$ cat src/serial_pkg.sv
`default_nettype none

package serial_pkg;

    typedef logic [7:0] byte_t;

    // start bit, 8 data bits lsb first, stop bit.
    localparam int bits_per_frame = 10;

endpackage

`default_nettype wire

$ cat src/uart_tx.sv
`timescale 1ns/10ps
`default_nettype none

module uart_tx
    import serial_pkg::*;
#(
    parameter int clks_per_bit = 25
) (
    input  logic  clk,
    input  logic  rst_n,
    input  logic  tx_start,
    input  byte_t tx_byte,
    output logic  tx_busy,
    output logic  tx
);

    localparam int cnt_w = (clks_per_bit > 1) ? $clog2(clks_per_bit) : 1;
    localparam int idx_w = $clog2(bits_per_frame);

    logic [bits_per_frame-1:0] shift_q;  // lsb is on the line.
    logic [cnt_w-1:0]          clk_cnt;
    logic [idx_w-1:0]          bit_idx;
    logic                      bit_done;

    assign bit_done = (clk_cnt == cnt_w'(clks_per_bit - 1));
    assign tx       = shift_q[0];

    always_ff @(posedge clk or negedge rst_n) begin
        if (!rst_n) begin
            shift_q <= '1;  // line idles high.
            tx_busy <= 1'b0;
            clk_cnt <= '0;
            bit_idx <= '0;
        end else if (!tx_busy) begin
            clk_cnt <= '0;
            bit_idx <= '0;
            if (tx_start) begin
                shift_q <= {1'b1, tx_byte, 1'b0};  // stop, data, start.
                tx_busy <= 1'b1;
            end
        end else if (bit_done) begin
            clk_cnt <= '0;
            shift_q <= {1'b1, shift_q[bits_per_frame-1:1]};  // refill with idle.
            if (bit_idx == idx_w'(bits_per_frame - 1)) begin
                tx_busy <= 1'b0;  // end of stop bit.
                bit_idx <= '0;
            end else begin
                bit_idx <= bit_idx + 1'b1;
            end
        end else begin
            clk_cnt <= clk_cnt + 1'b1;
        end
    end

endmodule

`default_nettype wire

$ cat config.mk
export PLATFORM = sky130hd
export DESIGN_NAME = uart_tx
export DESIGN_NICKNAME = d
export VERILOG_FILES = /design/src/serial_pkg.sv /design/src/uart_tx.sv
export SDC_FILE = /design/constraint.sdc
export NUM_CORES = 1
export LEC_CHECK = 0
export BUFFER_PORTS_ARGS = -buffer_cell sky130_fd_sc_hd__buf_2
export CAP_MARGIN = 25
export CORE_UTILIZATION = 50
export DETAILED_ROUTE_END_ITERATION = 12
export GPL_ROUTABILITY_DRIVEN = 0
export GPL_TIMING_DRIVEN = 0
export HOLD_SLACK_MARGIN = 0.15
export PLACE_DENSITY = 0.71
export RECOVER_POWER = 100
export SLEW_MARGIN = 20
export SYNTH_ARGS = -nofsm -noshare
export SYNTH_HDL_FRONTEND = slang
export SYNTH_SLANG_ARGS = --single-unit
$ cat constraint.sdc
create_clock -name clk -period 2.6 [get_ports clk]
set_clock_uncertainty 0.1 [all_clocks]
set_input_delay 0.39 -clock clk [delete_from_list [all_inputs] [get_ports clk]]
set_output_delay 0.39 -clock clk [all_outputs]
set_load 0.02 [all_outputs]
==> flow_summary.ini, run 1 <==
[outcome]
status = finished clean

[critical_path]
startpoint_type = flop
path_class = flop to flop
required_ns = 2.72
reg2reg_from = clk_cnt[0]$_DFF_PN0_
end_kind = flop
path_cells = inv_1, ha_1, and4b_1, clkbuf_1, nand2_1, o221a_1
crit_fanout = 7
critPathSlowestCell = dfrtp_1
critPathMaxStageDelay_ns = 0.42
critPathArrivalTime_ns = 1.94
startpoint = clk_cnt[0]$_DFF_PN0_

[yosys]
avgSynthCellArea_um2 = 10.83
synth.cell_area_um2 = 953.4
synth-main-ff-cell = dfrtp_1
syn_inst = 88
syn-num-nets = 103
synth-seq-area-share_pct = 51.05
synth.distinct_cells = 26
synth_edf_count = 0
synth-seq-cells = 19
async_reset_ff_share_pct = 100.0
synth_warnings = 0

[timing]
finalCriticalPeriod_ns = 1.821
relSlewSlack_pct = 32.98
rsz0062_at_grt = false
hold_viol = 0
setup_tns_ns = 0
fin_crit_sh_pct = 70.05
drv_slew = 0
finalSetupViolations = 0
holdWs_ns = 0.2118
worst_slew_pin_slew_ns = 1.005
max_freq_ghz = 0.5491

[floorplan]
num_io_pins = 13
core_um2 = 1764
fp.dieW_um = 45.67
num_rows = 15
initial_utilization_pct = 54.04
die_h_um = 45.67
dieArea_um2 = 2085

[detailed_routing]
routed_wl_mm = 1.605
route.detailed.drc = 0
wl_per_cell_um = 12.35
vias_per_cell = 5.346
drtAntennaViolNets = 0
vias = 695
first_iter_violations = 15
drt_first_pass_iters = 4

[hold_path]
hold_path.class = input pin to flop
hp-start = tx_byte[7]

[final_layout]
fillerInstances = 165
drive_gt1_share_pct = 20.95
antennaDiodeCount = 0
area_growth_pct = 11.55
fin_nets = 121

[power_and_ir_drop]
max-vdd-ir-drop_uv = 476.6
swShare_pct = 32.67
combPwrFrac_pct = 29.9
p_sw_w = 0.0003419
power_density_nw_per_um2 = 984.2
power.share.clock_pct = 13.7
sequentialPowerShare_pct = 56.4
static-leakage-power_nw = 0.4372
power.internal_w = 0.0007048

[placement]
post-dp-hpwl_mm = 1.168
numPortBuffers = 12

[clocking]
clock_latency_ns = 0.28
clock-sinks = 19
cts_buffers = 3
cts_root_buffer = clkbuf_4
cts_resized = 0
cts_tree = built
cts.reportedPaths.clkPinSlew_ns = 0.11
clk_path_buf_depth = 2
h-tree-depth = 1

[global_routing]
grtUsageTotal_pct = 18.29
overflow = 0
grt_pass1_vias = 670
grt_pass1_wl_mm = 2.808
grt_start_max_net_pins = 20
antenna_found_initial = 0

[run]
cap_violations = 0
[synthesized netlist by cell type (all sizes together) (2+ instances only)]
cell,count,area (um^2)
a31oi,2,12.51
nand3,8,40.04
o31ai,2,15.01
nand4b,3,32.53
nand2,7,26.28
nand2b,8,50.05
clkbuf,2,7.510
o21ai,4,20.02
dfrtp,10,250.2
o221a,7,78.83
nor2,4,15.01
inv,5,18.77
a21oi,3,15.01
dfstp,9,236.5
ha,4,50.05
[power by group through the flow]
| stage | clock, W | sequential [W] | combinational [W] |
|---|---|---|---|
| after floorplan | 0 | 0.000579 | 0.000254 |
| after global placement | 0 | 0.000591 | 0.000313 |
| after detailed placement | 0 | 0.000596 | 0.000328 |
| after CTS | 0.000152 | 0.000592 | 0.000329 |
| after global routing | 0.000164 | 0.000611 | 0.000363 |
| final | 0.000144 | 0.000590 | 0.000313 |
[path summary, 6_finish.rpt]
path	end	slack, ns	depth (start not counted)
max	shift_q[6]$_DFFE_PN1P_	0.78	6
min in group asynchronous	bit_idx[3]$_DFFE_PN0P_	0.69	2
max in group asynchronous	bit_idx[0]$_DFFE_PN0P_	1.11	2
min reg2reg	clk_cnt[0]$_DFF_PN0_	0.39	1
min	shift_q[8]$_DFFE_PN1P_	0.21	3
max reg2reg	shift_q[6]$_DFFE_PN1P_	0.78	6
[timing repair]
| action | CTS | global route |
|---|---|---|
| buffers inserted | 0 | 0 |
| endpoints found under the hold margin | 10 | 0 |
| hold buffers | 1 | 0 |
[metal layers]
layer	up-vias	part of all wire, %	track usage (%)
met1	331	53	27.18
met3	0	2.6	3.571
met4	0	0	1.818
li1	353	-	-
met5	-	0	0
met2	11	45	28.57
[flip-flops by register name, indices dropped and copies added (netlist names)]
signal,cells
clk_cnt,5
shift_q,9
bit_idx,4
tx_busy,1
[metrics by stage]
stage | worst slack (ns) | total power [W] | instance area (um^2) | utilization [%] | instances
final | 0.7788 | 0.001047 | 1064 | 60.28 | 130
after global routing | 0.6162 | 0.001138 | 1064 | 60.28 | 130
after CTS | 0.8952 | 0.001072 | 1081 | 61.28 | 130
after detailed placement | 0.9205 | 0.0009238 | 1045 | 59.22 | 125
after global placement | 0.9584 | 0.0009043 | 1045 | 59.22 | 125
after floorplan | 1.037 | 0.0008333 | 953.4 | - | 88
[worst max-delay path, delay by kind of cell (launching register included)]
family	cells	cell delay, ns
simple gates	2	0.43
flops	1	0.42
fa+ha+maj	1	0.18
compound gates	1	0.31
buf+inv	2	0.32
[kinds of logic after synthesis]
group	count (synthesis)	synth area share, %
flip-flops	19	51.05
adder cells (fa/ha/maj)	4	5.250
AND/OR/NAND/NOR	36	21.52
buffers and inverters	8	3.937
XOR/XNOR	2	1.838
AO/OA/AOI/OAI	19	16.40
[cell usage in the layout (no fill, tap or decap), types with 2 or more instances in the layout]
cell,instances
nand3_1,8
buf_2,9
clkbuf_1,7
dfstp_2,9
dfrtp_1,10
o21ai_0,4
inv_1,5
a31oi_1,2
nand2_1,7
ha_1,4
clkbuf_4,3
nand4b_1,3
nand2b_1,8
nor2_1,4
o221a_1,7
a21oi_1,3
o31ai_1,2
[cell type report]
type	instances	area, um^2	area share (%)
buffer	3	11.26	1.059
multi-input combinational	61	422.9	39.76
timing repair buffer	13	66.31	6.235
sequential	19	486.7	45.76
tap	25	31.28	2.941
clock buffer	4	26.28	2.471
inverter	5	18.77	1.765
Power figures use the tool's default switching activity.
==> run 2: changes to the inputs <==
--- a/config.mk
+++ b/config.mk
@@ -5,6 +5,7 @@
 export SDC_FILE = /design/constraint.sdc
 export NUM_CORES = 1
 export LEC_CHECK = 0
+export ABC_AREA = 1
 export BUFFER_PORTS_ARGS = -buffer_cell sky130_fd_sc_hd__buf_2
 export CAP_MARGIN = 25
 export CORE_UTILIZATION = 50
==> constraint.sdc (replaced) <==
create_clock -name clk -period 1.8 [get_ports clk]
set_clock_uncertainty 0.1 [all_clocks]
set_input_delay 0.27 -clock clk [delete_from_list [all_inputs] [get_ports clk]]
set_output_delay 0.27 -clock clk [all_outputs]
set_load 0.02 [all_outputs]
==> run 2 against run 1 <==
  * Area after synthesis increased by 5.9%
  * Worst setup slack got worse by 0.54 ns
  * Sequential power is 27% lower
  * Via count increased by 17%
  * Clock power increased by 54%
  * Final cell count up 37%
  * First-iteration DRC count is 33% lower
  * Synthesized cell count is 45% higher
  * Register-to-register slack worse by 0.54 ns
  * Highest routed layer is now met4
==> flow_summary.ini, run 2 <==
[outcome]
status = finished clean

[critical_path]
critPathSlowestCell = dlygate4sd3_1
critPathMaxStageDelay_ns = 0.57
rr_endpoint = shift_q[8]$_DFFE_PN1P_
crit_buf_inv = 2
ff2ff_path_depth = 4
path_cells = inv_1, nand3_1, dlygate4sd3_1, nand3_1
cp-endpoint = shift_q[8]$_DFFE_PN1P_
r2r_slack_ns = 0.24
cp.depth = 4
reg2reg_from = tx_busy$_DFF_PN0_
required_ns = 1.95
startpoint = tx_busy$_DFF_PN0_
cp_top_family = buffers and inverters
startpoint_type = flop
path_class = flop to flop
end_kind = flop
crit_fanout = 10
critPathArrivalTime_ns = 1.71
crit_top_cell = nand3_1

[yosys]
synth_top_area_share_pct = 24.78
syn-num-nets = 143
synthTopCellsByCount = nand2_1 (58), nand3_1 (13), inv_1 (12), dfrtp_1 (10), dfstp_2 (9)
synth-main-ff-cell = dfrtp_1
yosys-top-cells-area = dfrtp_1 (25%), dfstp_2 (23%), nand2_1 (22%)
avgSynthCellArea_um2 = 7.888
synth.most_common_cell = nand2_1
synth-seq-cells = 19
synth_edf_count = 0
yosysTopAreaCell = dfrtp_1
synth_warnings = 0
synth.distinct_cells = 19
synth.cell_area_um2 = 1010
async_reset_ff_share_pct = 100.0
synth-seq-area-share_pct = 48.20
syn_inst = 128

[global_routing]
grtUsageTotal_pct = 21.59
antenna_found_initial = 0
overflow = 0
grt_pass1_wl_mm = 3.229
grt_start_max_net_pins = 20
grt_pass1_vias = 763

[clocking]
cts.reportedPaths.clkPinSlew_ns = 0.11
cts_buffers = 3
clk_path_buf_depth = 2
h-tree-depth = 1
cts_resized = 0
clock_latency_ns = 0.30
cts_tree = built
cts_root_buffer = clkbuf_4
clock-sinks = 19

[timing]
drv_slew = 0
rsz0062_at_grt = false
layout_setup_ws_ns = 0.2394
finalSetupViolations = 0
setup_tns_ns = 0
worst_slew_pin_slew_ns = 0.9984
max_freq_ghz = 0.6408
hold_viol = 0
relSlewSlack_pct = 33.44
fin_crit_sh_pct = 86.70
finalCriticalPeriod_ns = 1.561

[final_layout]
final_cell_mix = nand2_1 (59), nand3_1 (14), inv_1 (13), buf_2 (11), dfrtp_1 (10)
top_regs = shift_q: 9 flops, clk_cnt: 5 flops, bit_idx: 4 flops
antennaDiodeCount = 0
fillerInstances = 164
finalInstanceArea_um2 = 1205
layout_commonest_cell = nand2_1
fin_nets = 169
area_growth_pct = 19.33
regMostFlops = shift_q
drive_gt1_share_pct = 19.61
largest_register_ffs = 9

[floorplan]
dieArea_um2 = 2203
num_io_pins = 13
fp.dieW_um = 46.94
num_rows = 15
core_um2 = 1802
initial_utilization_pct = 56.04
die_h_um = 46.94

[placement]
numPortBuffers = 12
dp_slack_ns = 0.3741
dpl-instance-area_um2 = 1101
post-dp-hpwl_mm = 1.219

[detailed_routing]
route.detailed.drc = 0
drt_first_pass_iters = 4
vias_per_cell = 4.584
first_iter_violations = 10
wl_per_cell_um = 10.52
drtAntennaViolNets = 0
routed_wl_mm = 1.873
vias = 816

[run]
cap_violations = 0

[hold_path]
hold_path.class = input pin to flop

[power_and_ir_drop]
total_power_w = 0.0006808
static-leakage-power_nw = 0.6571
max-vdd-ir-drop_uv = 451.6
power_density_nw_per_um2 = 565.0
-- run 2: changes by cell type after synthesis, sizes merged, moves of 2 or more --
| cell | change |
|---|---|
| a31oi | -2 |
| nand2 | +52 |
| o221a | -7 |
| o31ai | -2 |
| a21oi | -2 |
| clkbuf | -2 |
| nor2 | +4 |
| nand4b | -3 |
| inv | +9 |
| nand3 | +7 |
| o21ai | -3 |
| buf | +2 |
| nand2b | -8 |
-- run 2: power by group --
part | total, W | switching, W | internal, W
combinational | 0.0000315 | 0.0000130 | 0.0000185
clock | 0.000222 | 0.000138 | 0.0000830
sequential | 0.000428 | 0 | 0.000428
-- run 2: kinds of logic after synthesis --
family	after synthesis	share of synthesized area [%]
and+or+nand+nor	83	35.19
DFF	19	48.20
adders and majority gates	4	4.957
xor gates and xnor gates	3	2.603
buffers and inverters	17	7.311
AOI/OAI and AO/OA	2	1.735
-- run 2: worst min-delay path by stage --
stage / start / to / slack (ns) / depth (start not counted)
after floorplan: rst_n / bit_idx[0]$_DFFE_PN0P_ / -0.13 / 0
after global placement: rst_n / clk_cnt[3]$_DFF_PN0_ / 0.13 / 1
after detailed placement: rst_n / clk_cnt[3]$_DFF_PN0_ / 0.13 / 1
after CTS: tx_byte[5] / shift_q[6]$_DFFE_PN1P_ / 0.16 / 5
after global routing: tx_byte[5] / shift_q[6]$_DFFE_PN1P_ / 0.20 / 5
final: tx_byte[5] / shift_q[6]$_DFFE_PN1P_ / 0.17 / 5
-- run 2: layer usage --
layer	wire (um)	share of wire (%)	global-route usage [%]	up-vias
li1	-	-	-	438
met1	905	48	29.44	355
met2	871	47	32.50	17
met3	54	2.9	3.462	6
met4	41	2.2	12.57	0
met5	0	0	0	-
-- run 2: metrics by stage --
stage               hold WS [ns]  std cells  util (%)
global placement          0.1272        165     61.11
CTS                       0.1608        178     67.64
floorplan                -0.1256        128         -
global route              0.1975        178     66.88
finish                    0.1725        178     66.88
detailed placement        0.1293        165     61.11
-- run 2: area by class of cell --
| class | count | area, um^2 | area share (%) |
|---|---|---|---|
| inverters | 14 | 52.55 | 4.361 |
| plain buffers | 3 | 21.27 | 1.765 |
| clock buffers | 3 | 22.52 | 1.869 |
| repair buffers | 21 | 146.4 | 12.15 |
| multi-input cells | 92 | 439.2 | 36.45 |
| flip-flops and latches | 19 | 486.7 | 40.39 |
| clock inverters | 1 | 5.005 | 0.4154 |
| well taps | 25 | 31.28 | 2.596 |
-- run 2: repair_timing --
| item | 4_1_cts | 5_1_grt |
|---|---|---|
| endpoints found under the hold margin | 26 | 0 |
| hold buffers | 9 | 0 |
| setup endpoints to repair | 0 | 0 |
| setup buffers | 0 | 0 |
-- run 2: worst register-to-register path, cell delays in order (launching register included) --
cell           delay, ns
dfrtp_1             0.40
inv_1               0.25
nand3_1             0.10
dlygate4sd3_1       0.57
nand3_1             0.09
