File: src/serial_pkg.sv
`default_nettype none

package serial_pkg;

    typedef logic [7:0] byte_t;

    // start bit, 8 data bits lsb first, stop bit.
    localparam int bits_per_frame = 10;

endpackage

`default_nettype wire

File: src/memtest_pkg.sv
`default_nettype none

package memtest_pkg;

    // ========================================
    // checker state
    // ========================================
    typedef enum logic [1:0] {
        reading       = 2'd0,  // one address per cycle.
        stalled       = 2'd1,  // waiting on the reporter.
        halted_report = 2'd2   // mismatch seen, busy not up yet.
    } chk_state_t;

    // ========================================
    // report byte codes
    // ========================================
    localparam logic [7:0] code_error = 8'h45;  // 'E', leads an error frame.
    localparam logic [7:0] code_loop  = 8'h4C;  // 'L', one per sweep.

    // code, then address, expected and actual as 16-bit big endian.
    localparam int error_frame_len = 7;

endpackage

`default_nettype wire
File: src/report_if.sv
`timescale 1ns/10ps
`default_nettype none

interface report_if #(
    parameter int addr_width = 10,
    parameter int data_width = 16
);

    logic                  err_pulse;     // one cycle per mismatch.
    logic [addr_width-1:0] err_addr;
    logic [data_width-1:0] err_expected;
    logic [data_width-1:0] err_actual;
    logic                  sweep_pulse;   // one cycle per full sweep.
    logic                  busy;          // reporter still sending.

    modport chkr (
        output err_pulse,
        output err_addr,
        output err_expected,
        output err_actual,
        output sweep_pulse,
        input  busy
    );

    modport reporter (
        input  err_pulse,
        input  err_addr,
        input  err_expected,
        input  err_actual,
        input  sweep_pulse,
        output busy
    );

endinterface

`default_nettype wire

File: src/error_reporter.sv
`timescale 1ns/10ps
`default_nettype none

module error_reporter
    import memtest_pkg::*;
    import serial_pkg::*;
#(
    parameter int addr_width = 10,
    parameter int data_width = 16
) (
    input  logic       clk,
    input  logic       rst_n,
    report_if.reporter rpt,
    output logic       tx_start,
    output byte_t      tx_byte,
    input  logic       tx_busy
);

    localparam int idx_w = $clog2(error_frame_len);

    logic [addr_width-1:0] addr_q;
    logic [data_width-1:0] exp_q;
    logic [data_width-1:0] act_q;
    logic [15:0]           addr_f;
    logic [15:0]           exp_f;
    logic [15:0]           act_f;
    logic                  err_pend;
    logic                  sweep_pend;
    logic [idx_w-1:0]      idx;
    logic                  can_send;
    logic                  idle;
    byte_t                 frame_byte;

    // fields go out as 16-bit values.
    assign addr_f = 16'(addr_q);
    assign exp_f  = 16'(exp_q);
    assign act_f  = 16'(act_q);

    assign can_send = !tx_start && !tx_busy && (err_pend || sweep_pend);
    assign idle     = !tx_start && !tx_busy && !err_pend && !sweep_pend;

    always_comb begin
        case (idx)
            0:       frame_byte = code_error;
            1:       frame_byte = addr_f[15:8];
            2:       frame_byte = addr_f[7:0];
            3:       frame_byte = exp_f[15:8];
            4:       frame_byte = exp_f[7:0];
            5:       frame_byte = act_f[15:8];
            default: frame_byte = act_f[7:0];
        endcase
    end

    // ========================================
    // byte sequencing
    // ========================================
    always_ff @(posedge clk or negedge rst_n) begin
        if (!rst_n) begin
            err_pend   <= 1'b0;
            sweep_pend <= 1'b0;
            idx        <= '0;
            tx_start   <= 1'b0;
            rpt.busy   <= 1'b0;
        end else begin
            tx_start <= can_send;
            if (can_send) begin
                if (err_pend) begin  // error frame goes before code_loop.
                    if (idx == idx_w'(error_frame_len - 1)) begin
                        idx      <= '0;
                        err_pend <= 1'b0;
                    end else begin
                        idx <= idx + 1'b1;
                    end
                end else begin
                    sweep_pend <= 1'b0;
                end
            end
            if (rpt.err_pulse) err_pend <= 1'b1;
            if (rpt.sweep_pulse) sweep_pend <= 1'b1;
            if (rpt.err_pulse || rpt.sweep_pulse) begin
                rpt.busy <= 1'b1;
            end else if (idle) begin
                rpt.busy <= 1'b0;  // last byte has left the line.
            end
        end
    end

    always_ff @(posedge clk) begin
        if (rpt.err_pulse) begin
            addr_q <= rpt.err_addr;
            exp_q  <= rpt.err_expected;
            act_q  <= rpt.err_actual;
        end
        if (can_send) begin
            tx_byte <= err_pend ? frame_byte : code_loop;
        end
    end

endmodule

`default_nettype wire

File: src/flat_wrapper.sv
// flat-port wrapper written by rule: the top's interface ports become plain ports
module error_reporter_flat import memtest_pkg::*; import serial_pkg::*;
#(
    parameter int addr_width = 10,
    parameter int data_width = 16
)
  (clk, rst_n, tx_start, tx_byte, tx_busy, rpt_err_pulse, rpt_err_addr, rpt_err_expected, rpt_err_actual, rpt_sweep_pulse, rpt_busy);
  report_if #(.addr_width(addr_width), .data_width(data_width)) rpt_i ();
  input  logic clk;
  input  logic rst_n;
  output logic tx_start;
  output byte_t tx_byte;
  input  logic tx_busy;
  input wire logic [$bits(rpt_i.err_pulse)-1:0] rpt_err_pulse;
  input wire logic [$bits(rpt_i.err_addr)-1:0] rpt_err_addr;
  input wire logic [$bits(rpt_i.err_expected)-1:0] rpt_err_expected;
  input wire logic [$bits(rpt_i.err_actual)-1:0] rpt_err_actual;
  input wire logic [$bits(rpt_i.sweep_pulse)-1:0] rpt_sweep_pulse;
  output wire logic [$bits(rpt_i.busy)-1:0] rpt_busy;
  assign rpt_i.err_pulse = rpt_err_pulse;
  assign rpt_i.err_addr = rpt_err_addr;
  assign rpt_i.err_expected = rpt_err_expected;
  assign rpt_i.err_actual = rpt_err_actual;
  assign rpt_i.sweep_pulse = rpt_sweep_pulse;
  assign rpt_busy = rpt_i.busy;
  error_reporter #(.addr_width(addr_width), .data_width(data_width)) u_core (.clk(clk), .rst_n(rst_n), .rpt(rpt_i), .tx_start(tx_start), .tx_byte(tx_byte), .tx_busy(tx_busy));
endmodule
File: config.mk
export PLATFORM = sky130hd
export DESIGN_NAME = error_reporter_flat
export DESIGN_NICKNAME = d
export VERILOG_FILES = /design/src/serial_pkg.sv /design/src/memtest_pkg.sv /design/src/report_if.sv /design/src/error_reporter.sv /design/src/flat_wrapper.sv
export SDC_FILE = /design/constraint.sdc
export NUM_CORES = 1
export LEC_CHECK = 0
export ABC_AREA = 1
export ABC_CLOCK_PERIOD_IN_PS = 1500
export BUFFER_PORTS_ARGS = -buffer_cell sky130_fd_sc_hd__buf_2
export CAP_MARGIN = 20
export CORE_UTILIZATION = 47
export CTS_BUF_LIST = sky130_fd_sc_hd__clkbuf_16
export CTS_CLUSTER_SIZE = 10
export DETAILED_ROUTE_END_ITERATION = 8
export GPL_TIMING_DRIVEN = 0
export PLACE_DENSITY = 0.84
export SKIP_CTS_REPAIR_TIMING = 1
export SYNTH_ARGS = -nofsm -noshare
export SYNTH_HDL_FRONTEND = slang
export SYNTH_SLANG_ARGS = --single-unit
export TNS_END_PERCENT = 50
File: constraint.sdc
create_clock -name clk -period 1.5 [get_ports clk]
set_input_delay 0.3 -clock clk [delete_from_list [all_inputs] [get_ports clk]]
set_output_delay 0.3 -clock clk [all_outputs]
set_load 0.005 [all_outputs]
==> results of run 1 <==
## layout make-up
cell class	instances	area (um^2)
buffer	4	42.54
clock buffer	9	225.2
clock inverter	7	28.78
fill	332	1577
inverter	11	62.56
multi-input combinational	105	616.8
sequential	57	1677
tap	67	83.83
timing repair buffer	72	410.4
## metal layers
metal | track usage | vias up | part of all wire | wire length, um
li1 | - | 794 | - | -
met1 | 0.2285 | 772 | 0.42 | 1962
met2 | 0.2710 | 60 | 0.50 | 2354
met3 | 0.07083 | 6 | 0.062 | 288
met4 | 0.09150 | 0 | 0.012 | 57
met5 | 0 | - | 0 | 0
## placed cells by master, fill, tap and decap left out, types with 2 or more instances in the layout
cell / count
sky130_fd_sc_hd__clkinv_1: 4
sky130_fd_sc_hd__nand2_4: 3
sky130_fd_sc_hd__inv_1: 6
sky130_fd_sc_hd__o21ai_0: 2
sky130_fd_sc_hd__nand3_1: 12
sky130_fd_sc_hd__o21ai_2: 3
sky130_fd_sc_hd__nand2_2: 4
sky130_fd_sc_hd__a21oi_2: 2
sky130_fd_sc_hd__nor2_2: 3
sky130_fd_sc_hd__buf_2: 57
sky130_fd_sc_hd__inv_2: 3
sky130_fd_sc_hd__nor2_1: 11
sky130_fd_sc_hd__nand2_1: 37
sky130_fd_sc_hd__dfrtp_1: 7
sky130_fd_sc_hd__nor2_4: 3
sky130_fd_sc_hd__clkbuf_16: 9
sky130_fd_sc_hd__o21bai_1: 2
sky130_fd_sc_hd__buf_4: 13
sky130_fd_sc_hd__edfxtp_1: 50
sky130_fd_sc_hd__clkinv_2: 2
sky130_fd_sc_hd__a21oi_1: 3
sky130_fd_sc_hd__nand4_1: 12
sky130_fd_sc_hd__buf_6: 4
## sequential cells by signal (all words and copies together), names as in the netlist
register           cells
u_core.tx_start        1
u_core.exp_f          16
u_core.tx_byte         8
u_core.idx             3
u_core.err_pend        1
u_core.rpt.busy        1
u_core.sweep_pend      1
u_core.addr_q         10
u_core.act_f          16
## worst max-delay path: stages (launching register included)
cell	delay (ps)
sky130_fd_sc_hd__dfrtp_1	400
sky130_fd_sc_hd__buf_6	130
sky130_fd_sc_hd__nand2_4	70
sky130_fd_sc_hd__inv_4	40
sky130_fd_sc_hd__ha_4	180
sky130_fd_sc_hd__buf_6	140
sky130_fd_sc_hd__nand2_1	60
sky130_fd_sc_hd__nand3_1	90
sky130_fd_sc_hd__nor2_1	130
sky130_fd_sc_hd__nand2_1	60
## worst min path at each step
stage                     slack (ps)                       endpoint  depth (start not counted)                  from
after floorplan                    4    u_core.err_pend$_DFFE_PN0P_                          0                 rst_n
after global placement           150      u_core.tx_start$_DFF_PN0_                          1                 rst_n
after detailed placement         140    u_core.rpt.busy$_DFFE_PN0P_                          1                 rst_n
after CTS                       -200  u_core.sweep_pend$_DFFE_PN0P_                          1                 rst_n
after global routing             140     u_core.exp_f[10]$_DFFE_PP_                          1  rpt_err_expected[10]
final                            150     u_core.exp_f[10]$_DFFE_PP_                          1  rpt_err_expected[10]
## cell families after synthesis
family / after synthesis / synth area share
AND/OR/NAND/NOR: 90 / 0.1906
flip-flops: 57 / 0.7255
buffers and inverters: 16 / 0.04386
AO/OA/AOI/OAI: 14 / 0.03465
adder cells (fa/ha/maj): 1 / 0.005413
## report_power, final
| part | switching [uW] | internal [uW] |
|---|---|---|
| clock | 623 | 1070 |
| sequential | 83.0 | 2020 |
| combinational | 1160 | 902 |
## through the flow
step / area [um^2] / utilization / setup TNS, ps / power (uW) / cells
4_1_cts: 2957 / 0.6260 / -1008 / 5369 / 317
5_1_grt: 3147 / 0.6662 / -492.2 / 6180 / 332
3_5_place_dp: 2703 / 0.5722 / -858.7 / 3655 / 301
3_3_place_gp: 2703 / 0.5722 / -491.7 / 3588 / 301
6_report: 3147 / 0.6662 / -187.2 / 5865 / 332
2_1_floorplan: 2338 / - / 0 / 3215 / 178
==> impl_summary.log, run 1 <==
INFO  metric finalWeightedCongestion = 0.8551
INFO  metric drt_drc_violations_left = 0
INFO  metric synthToLayoutAreaGrowth = 36.17%
INFO  metric grt.total_usage = 0.1806
INFO  metric via_count_of_the_routed_design = 1632
INFO  metric timing.final.setup_violations = 5
INFO  metric synth_cells = 178
INFO  metric cts.reportedPaths.clkPinSlew = 50 ps
INFO  metric drive_gt1_frac = 0.4302
INFO  metric tightest_slew = 945.3 ps
INFO  metric core-area = 4723 um^2
INFO  metric rr_endpoint = u_core.tx_byte[6]$_SDFFCE_PN1P_
INFO  metric endpoint_kind = flip-flop
INFO  metric synth.net_count = 226
INFO  metric synth_async_sr_flop_share = 0.1228
INFO  metric relSlewSlack = 0.3698
INFO  metric syn-cell-area = 2311 um^2
INFO  metric final.hold.worst_slack = 153.5 ps
INFO  metric initial_utilization = 0.4893
INFO  metric grt_pass1_vias = 1442
INFO  metric worst_setup_path_category = reg -> reg
INFO  metric cts.htree.levels = 3
INFO  metric grt_setup_unrepaired = true
INFO  metric most_instantiated_library_cell_after_synthesis = sky130_fd_sc_hd__edfxtp_1
INFO  metric synth.ff_latch_count = 57
INFO  metric layout_worst_path_cycle_share = 1.038
INFO  metric final_antenna_net_count = 0
INFO  metric antenna_found_initial = 0
INFO  metric dpl_worst_slack = -157.5 ps
INFO  metric period_needed = 1557 ps
INFO  metric cellPowerDensity = 1864 nW/um^2
INFO  metric critPathCapture = u_core.tx_byte[6]$_SDFFCE_PN1P_
INFO  metric synth_seq_area_share = 0.7255
INFO  metric timing.critical_path.arrival = 1630 ps
INFO  metric clock_tree.buffer_depth = 2
INFO  metric fp.dieW = 72.12 um
INFO  metric cap_violations = 0
INFO  metric setup.reg_to_reg.worst_slack = -60 ps
INFO  metric net_count_final = 308
INFO  metric start_kind = flip-flop
INFO  metric dpl.hpwl = 2.922 mm
INFO  metric status = complete, but fails checks
INFO  metric placement_rows = 25
INFO  metric grt_pass1_wl = 6.637 mm
INFO  metric synth.top_cells.by_area = sky130_fd_sc_hd__edfxtp_1, sky130_fd_sc_hd__dfrtp_1, sky130_fd_sc_hd__nand2_1, sky130_fd_sc_hd__nand4_1, sky130_fd_sc_hd__nand3_1
INFO  metric detail_route.first_pass.iterations = 4
INFO  metric worst_slack = -57.47 ps
INFO  metric clockRootBuffer = sky130_fd_sc_hd__clkbuf_16
INFO  metric ff2ff_path_depth = 9
INFO  metric grt_remaining_overflow = 0
INFO  metric drv_slew = 0
INFO  metric synth_enable_flop_cells = 50
INFO  metric wirelength = 4.663 mm
INFO  metric numClockSinks = 57
INFO  metric timing.rr.start = u_core.idx[0]$_DFFE_PN0P_
INFO  metric static-leakage-power = 0.001382 uW
INFO  metric via_per_inst = 4.916
INFO  metric most_used_standard_cells_in_the_synthesized_netlist = sky130_fd_sc_hd__edfxtp_1, sky130_fd_sc_hd__nand2_1, sky130_fd_sc_hd__nor2_1
INFO  metric floorplan.io_pins = 57
INFO  metric worstHoldPathType = in -> reg
INFO  metric max_freq = 642.1 MHz
INFO  metric later_pin_clock_latency_in_the_skew_report = 320 ps
INFO  metric worstSetupStartpoint = u_core.idx[0]$_DFFE_PN0P_
INFO  metric cts-buffers-inserted = 9
INFO  metric max-vdd-ir-drop = 0.001088 V
INFO  metric synthesis.yosys.warnings = 0
INFO  metric synth.top_cell.area_share = 0.6497
INFO  metric yosys_most_used_dff = sky130_fd_sc_hd__edfxtp_1
INFO  metric die_height = 72.12 um
INFO  metric floorplan.die_area = 5201 um^2
INFO  metric cp.required = 1570 ps
INFO  metric antenna_cells_inserted = 0
INFO  metric netlist-cell-type-count = 26
INFO  metric dr.first_iter.drc_count = 121
INFO  metric yosysTopAreaCell = sky130_fd_sc_hd__edfxtp_1
INFO  metric postSynthAreaPerCell = 12.98 um^2
INFO  metric critPathMaxFanout = 5
INFO  metric drt-wirelength-per-cell = 14.05 um
INFO  metric io_buffers = 56
INFO  metric final.setup_skew = 4.202 ps
INFO  metric tritoncts_clock_tree = built
INFO  metric finalHoldViolCount = 0
INFO  metric pin_count_of_the_biggest_net_entering_global_routing = 45
INFO  metric violations = setup timing
No activity file was read; power rests on OpenSTA's default activity.
==> run 2, diff against run 1 <==
- CELL_PAD_IN_SITES_DETAIL_PLACEMENT: not set -> 0
- CELL_PAD_IN_SITES_GLOBAL_PLACEMENT: not set -> 1
- CORE_UTILIZATION: 47 -> 37
- GPL_ROUTABILITY_DRIVEN: not set -> 0
- PLACE_DENSITY: 0.84 -> not set
- PLACE_DENSITY_LB_ADDON: not set -> 0.1
==> run 2 against run 1 <==
Against the previous run:
- the run now ends clean
- via count down 5.1%
- sequential share of layout area up 1.0 points
- clock-buffer cell count unchanged
- clock power about the same
- maximum frequency up 4.2%
- die area up 26%
- combinational power down 11%
- critical path type unchanged
==> impl_summary.log, run 2 (synthesized netlist as in run 1, its figures left out) <==
INFO  metric antenna_cells_inserted = 0 (unchanged)
INFO  metric io_buffers = 56 (unchanged)
INFO  metric worst-path-buf-inv = 3 (unchanged)
INFO  metric initial_utilization = 0.3880 (-0.1012)
INFO  metric cts.htree.levels = 3 (unchanged)
INFO  metric dr.first_iter.drc_count = 62 (-49%)
INFO  metric timing.final.setup_violations = 0 (-5)
INFO  metric sequentialPowerShare = 0.376 (+0.017)
INFO  metric static-leakage-power = 0.001343 uW (-2.9%)
INFO  metric worstHoldPathType = in -> reg
INFO  metric cts-buffers-inserted = 9 (unchanged)
INFO  metric layout.area.seq = 1678 um^2 (about the same)
INFO  metric met1_demand_to_capacity_share_in_global_routing = 0.1950 (-0.03348)
INFO  metric drv_slew = 0 (unchanged)
INFO  metric timing.critical_path.max_delay_family = flip-flops
INFO  metric core-area = 5956 um^2 (+26%)
INFO  metric power.internal = 3877 uW (-3.0%)
INFO  metric cellPowerDensity = 1815 nW/um^2 (-2.6%)
INFO  metric power.share.clock = 0.299 (+0.010)
INFO  metric most_common_cell_after_layout_fill_and_taps_aside = sky130_fd_sc_hd__buf_2
INFO  metric multiInputGateArea = 599.3 um^2 (-2.8%)
INFO  metric crit_chain = buf_6, nand2_2, inv_2, ha_4, buf_6, nand2_2, nand2_2, nor2_4, a21oi_1
INFO  metric fp.dieW = 81.03 um (+12%)
INFO  metric finalHoldViolCount = 0 (unchanged)
INFO  metric antenna_found_initial = 0 (unchanged)
INFO  metric dpl_worst_slack = -177.4 ps (-19.88 ps)
INFO  metric grt_setup_unrepaired = true
INFO  metric grt_util_met2 = 0.2126 (-0.05842)
INFO  metric floorplan.io_pins = 57 (unchanged)
INFO  metric cp_slowest_stage_delay = 390 ps (about the same)
INFO  metric drt-wirelength-per-cell = 13.39 um (-4.7%)
INFO  metric die_height = 81.03 um (+12%)
INFO  metric num-fill-cells = 532 (+60%)
INFO  metric grt.total_usage = 0.1516 (-0.02900)
INFO  metric power.combinational.fraction = 0.326 (-0.026)
INFO  metric setup-tns-final = 0 ps (+187.2 ps)
INFO  metric max-vdd-ir-drop = 0.0009895 V (-9.0%)
INFO  metric max_freq = 668.8 MHz (+4.2%)
INFO  metric worst_path_most_repeated_cell = sky130_fd_sc_hd__nand2_2
INFO  metric via_per_inst = 4.635 (-5.7%)
INFO  metric via_count_of_the_routed_design = 1548 (-5.1%)
INFO  metric drive_gt1_frac = 0.4054 (-0.02478)
INFO  metric number_of_cells_after_detailed_placement = 309 (+2.7%)
INFO  metric grt_busiest_layer = met2
INFO  metric placement_rows = 28 (+12%)
INFO  metric endpoint_kind = flip-flop
INFO  metric cp.required = 1550 ps (-20 ps)
INFO  metric period_needed = 1495 ps (-62.19 ps)
INFO  metric power_switching = 1729 uW (-7.4%)
INFO  metric most-common-layout-cells = sky130_fd_sc_hd__buf_2, sky130_fd_sc_hd__edfxtp_1, sky130_fd_sc_hd__nand2_1
INFO  metric detail_route.first_pass.iterations = 4 (unchanged)
INFO  metric clock_tree.buffer_depth = 2 (unchanged)
INFO  metric layout_worst_path_cycle_share = 0.9969 (-0.04146)
INFO  metric grt_pass1_wl = 6.651 mm (+0.21%)
INFO  metric final.setup_skew = 7.785 ps (+3.583 ps)
INFO  metric floorplan.die_area = 6566 um^2 (+26%)
INFO  metric grt_pass1_vias = 1389 (-3.7%)
INFO  metric final-instance-count-excl-fill = 334 (+0.60%)
INFO  metric later_pin_clock_latency_in_the_skew_report = 320 ps (about the same)
INFO  metric critPathSlowestCell = sky130_fd_sc_hd__dfrtp_1
INFO  metric wirelength = 4.471 mm (-4.1%)
INFO  metric tritoncts_clock_tree = built
INFO  metric numClockSinks = 57 (unchanged)
INFO  metric pin_count_of_the_biggest_net_entering_global_routing = 45 (unchanged)
INFO  metric final_antenna_net_count = 0 (unchanged)
INFO  metric relSlewSlack = 0.3637 (-0.006089)
INFO  metric net_count_final = 302 (-1.9%)
INFO  metric cap_violations = 0 (unchanged)
INFO  metric p_sw_frac = 0.3084 (-0.009941)
INFO  metric critPathMaxFanout = 6 (+1)
INFO  metric design_power_total = 5606 uW (-4.4%)
INFO  metric tightest_slew = 954.4 ps (+9.134 ps)
INFO  metric start_kind = flip-flop
INFO  metric clockRootBuffer = sky130_fd_sc_hd__clkbuf_16
INFO  metric groute.layer.met3.usage = 0.04494 (-0.02589)
INFO  metric worst_setup_path_category = reg -> reg
INFO  metric dpl.hpwl = 3.064 mm (+4.9%)
INFO  metric status = completed
INFO  metric worst_slack = 4.716 ps (+62.19 ps)
INFO  metric drt_drc_violations_left = 0 (unchanged)
INFO  metric timing.critical_path.arrival = 1550 ps (-80 ps)
INFO  metric synthToLayoutAreaGrowth = 33.68%
INFO  metric cts.reportedPaths.clkPinSlew = 50 ps (about the same)
INFO  metric grt_remaining_overflow = 0 (unchanged)
run 2: cell types whose count changed in the layout (fill, tap and decap cells not counted):
cell                       before  now
sky130_fd_sc_hd__buf_4         13    8
sky130_fd_sc_hd__buf_6          4    3
sky130_fd_sc_hd__clkinv_1       4    3
sky130_fd_sc_hd__clkinv_2       2    0
sky130_fd_sc_hd__dfrtp_1        7    6
sky130_fd_sc_hd__dfrtp_2        0    1
sky130_fd_sc_hd__inv_1          6    9
sky130_fd_sc_hd__nand2_1       37   38
sky130_fd_sc_hd__nand2_2        4    5
sky130_fd_sc_hd__nand2_4        3    1
sky130_fd_sc_hd__nor2_1        11   10
sky130_fd_sc_hd__nor2_2         3    4
sky130_fd_sc_hd__o21ai_1        0    2
sky130_fd_sc_hd__o21ai_2        3    1
run 2: cell type report:
cell class                      instances  share of cell area
Timing Repair Buffer                   66              0.1171
Buffer                                  4             0.01377
Clock inverter                          7            0.008505
Sequential cell                        57              0.5431
Inverter                               11             0.02025
Multi-Input combinational cell        105              0.1940
Tap cell                               75             0.03038
Clock buffer                            9             0.07290
run 2: worst paths after layout:
path / startpoint / end / slack [ps] / cells after the start
worst max-delay path: u_core.idx[1]$_DFFE_PN0P_ / u_core.tx_byte[7]$_SDFFCE_PN0P_ / 5 / 9
worst min-delay path: rpt_err_expected[5] / u_core.exp_f[5]$_DFFE_PP_ / 150 / 1
worst max register to register: u_core.idx[1]$_DFFE_PN0P_ / u_core.tx_byte[7]$_SDFFCE_PN0P_ / 5 / 9
worst min register to register: u_core.rpt.busy$_DFFE_PN0P_ / u_core.rpt.busy$_DFFE_PN0P_ / 470 / 2
max in group asynchronous: rst_n / u_core.idx[2]$_DFFE_PN0P_ / 980 / 2
min in group asynchronous: rst_n / u_core.idx[1]$_DFFE_PN0P_ / 340 / 2
run 2: layer usage:
| layer | vias up | part of all wire |
|---|---|---|
| li1 | 788 | - |
| met1 | 710 | 0.46 |
| met2 | 45 | 0.48 |
| met3 | 5 | 0.046 |
| met4 | 0 | 0.018 |
| met5 | - | 0 |
run 2: through the flow:
| stage | util | hold WS [ps] | cell area [um^2] |
|---|---|---|---|
| 2_1_floorplan | - | 4.409 | 2338 |
| 3_3_place_gp | 0.4555 | 148.5 | 2713 |
| 3_5_place_dp | 0.4555 | 144.6 | 2713 |
| 4_1_cts | 0.4977 | -197.4 | 2964 |
| 6_report | 0.5187 | 154.6 | 3089 |
| 5_1_grt | 0.5187 | 141.0 | 3089 |
run 2: power by group through the flow:
stage | Clock, uW | Sequential (uW) | Combinational, uW
after floorplan | 0 | 2130 | 1080
after global placement | 0 | 2130 | 1540
after detailed placement | 0 | 2140 | 1550
final | 1670 | 2110 | 1830
after CTS | 1720 | 2110 | 1550
after global routing | 1800 | 2130 | 2030
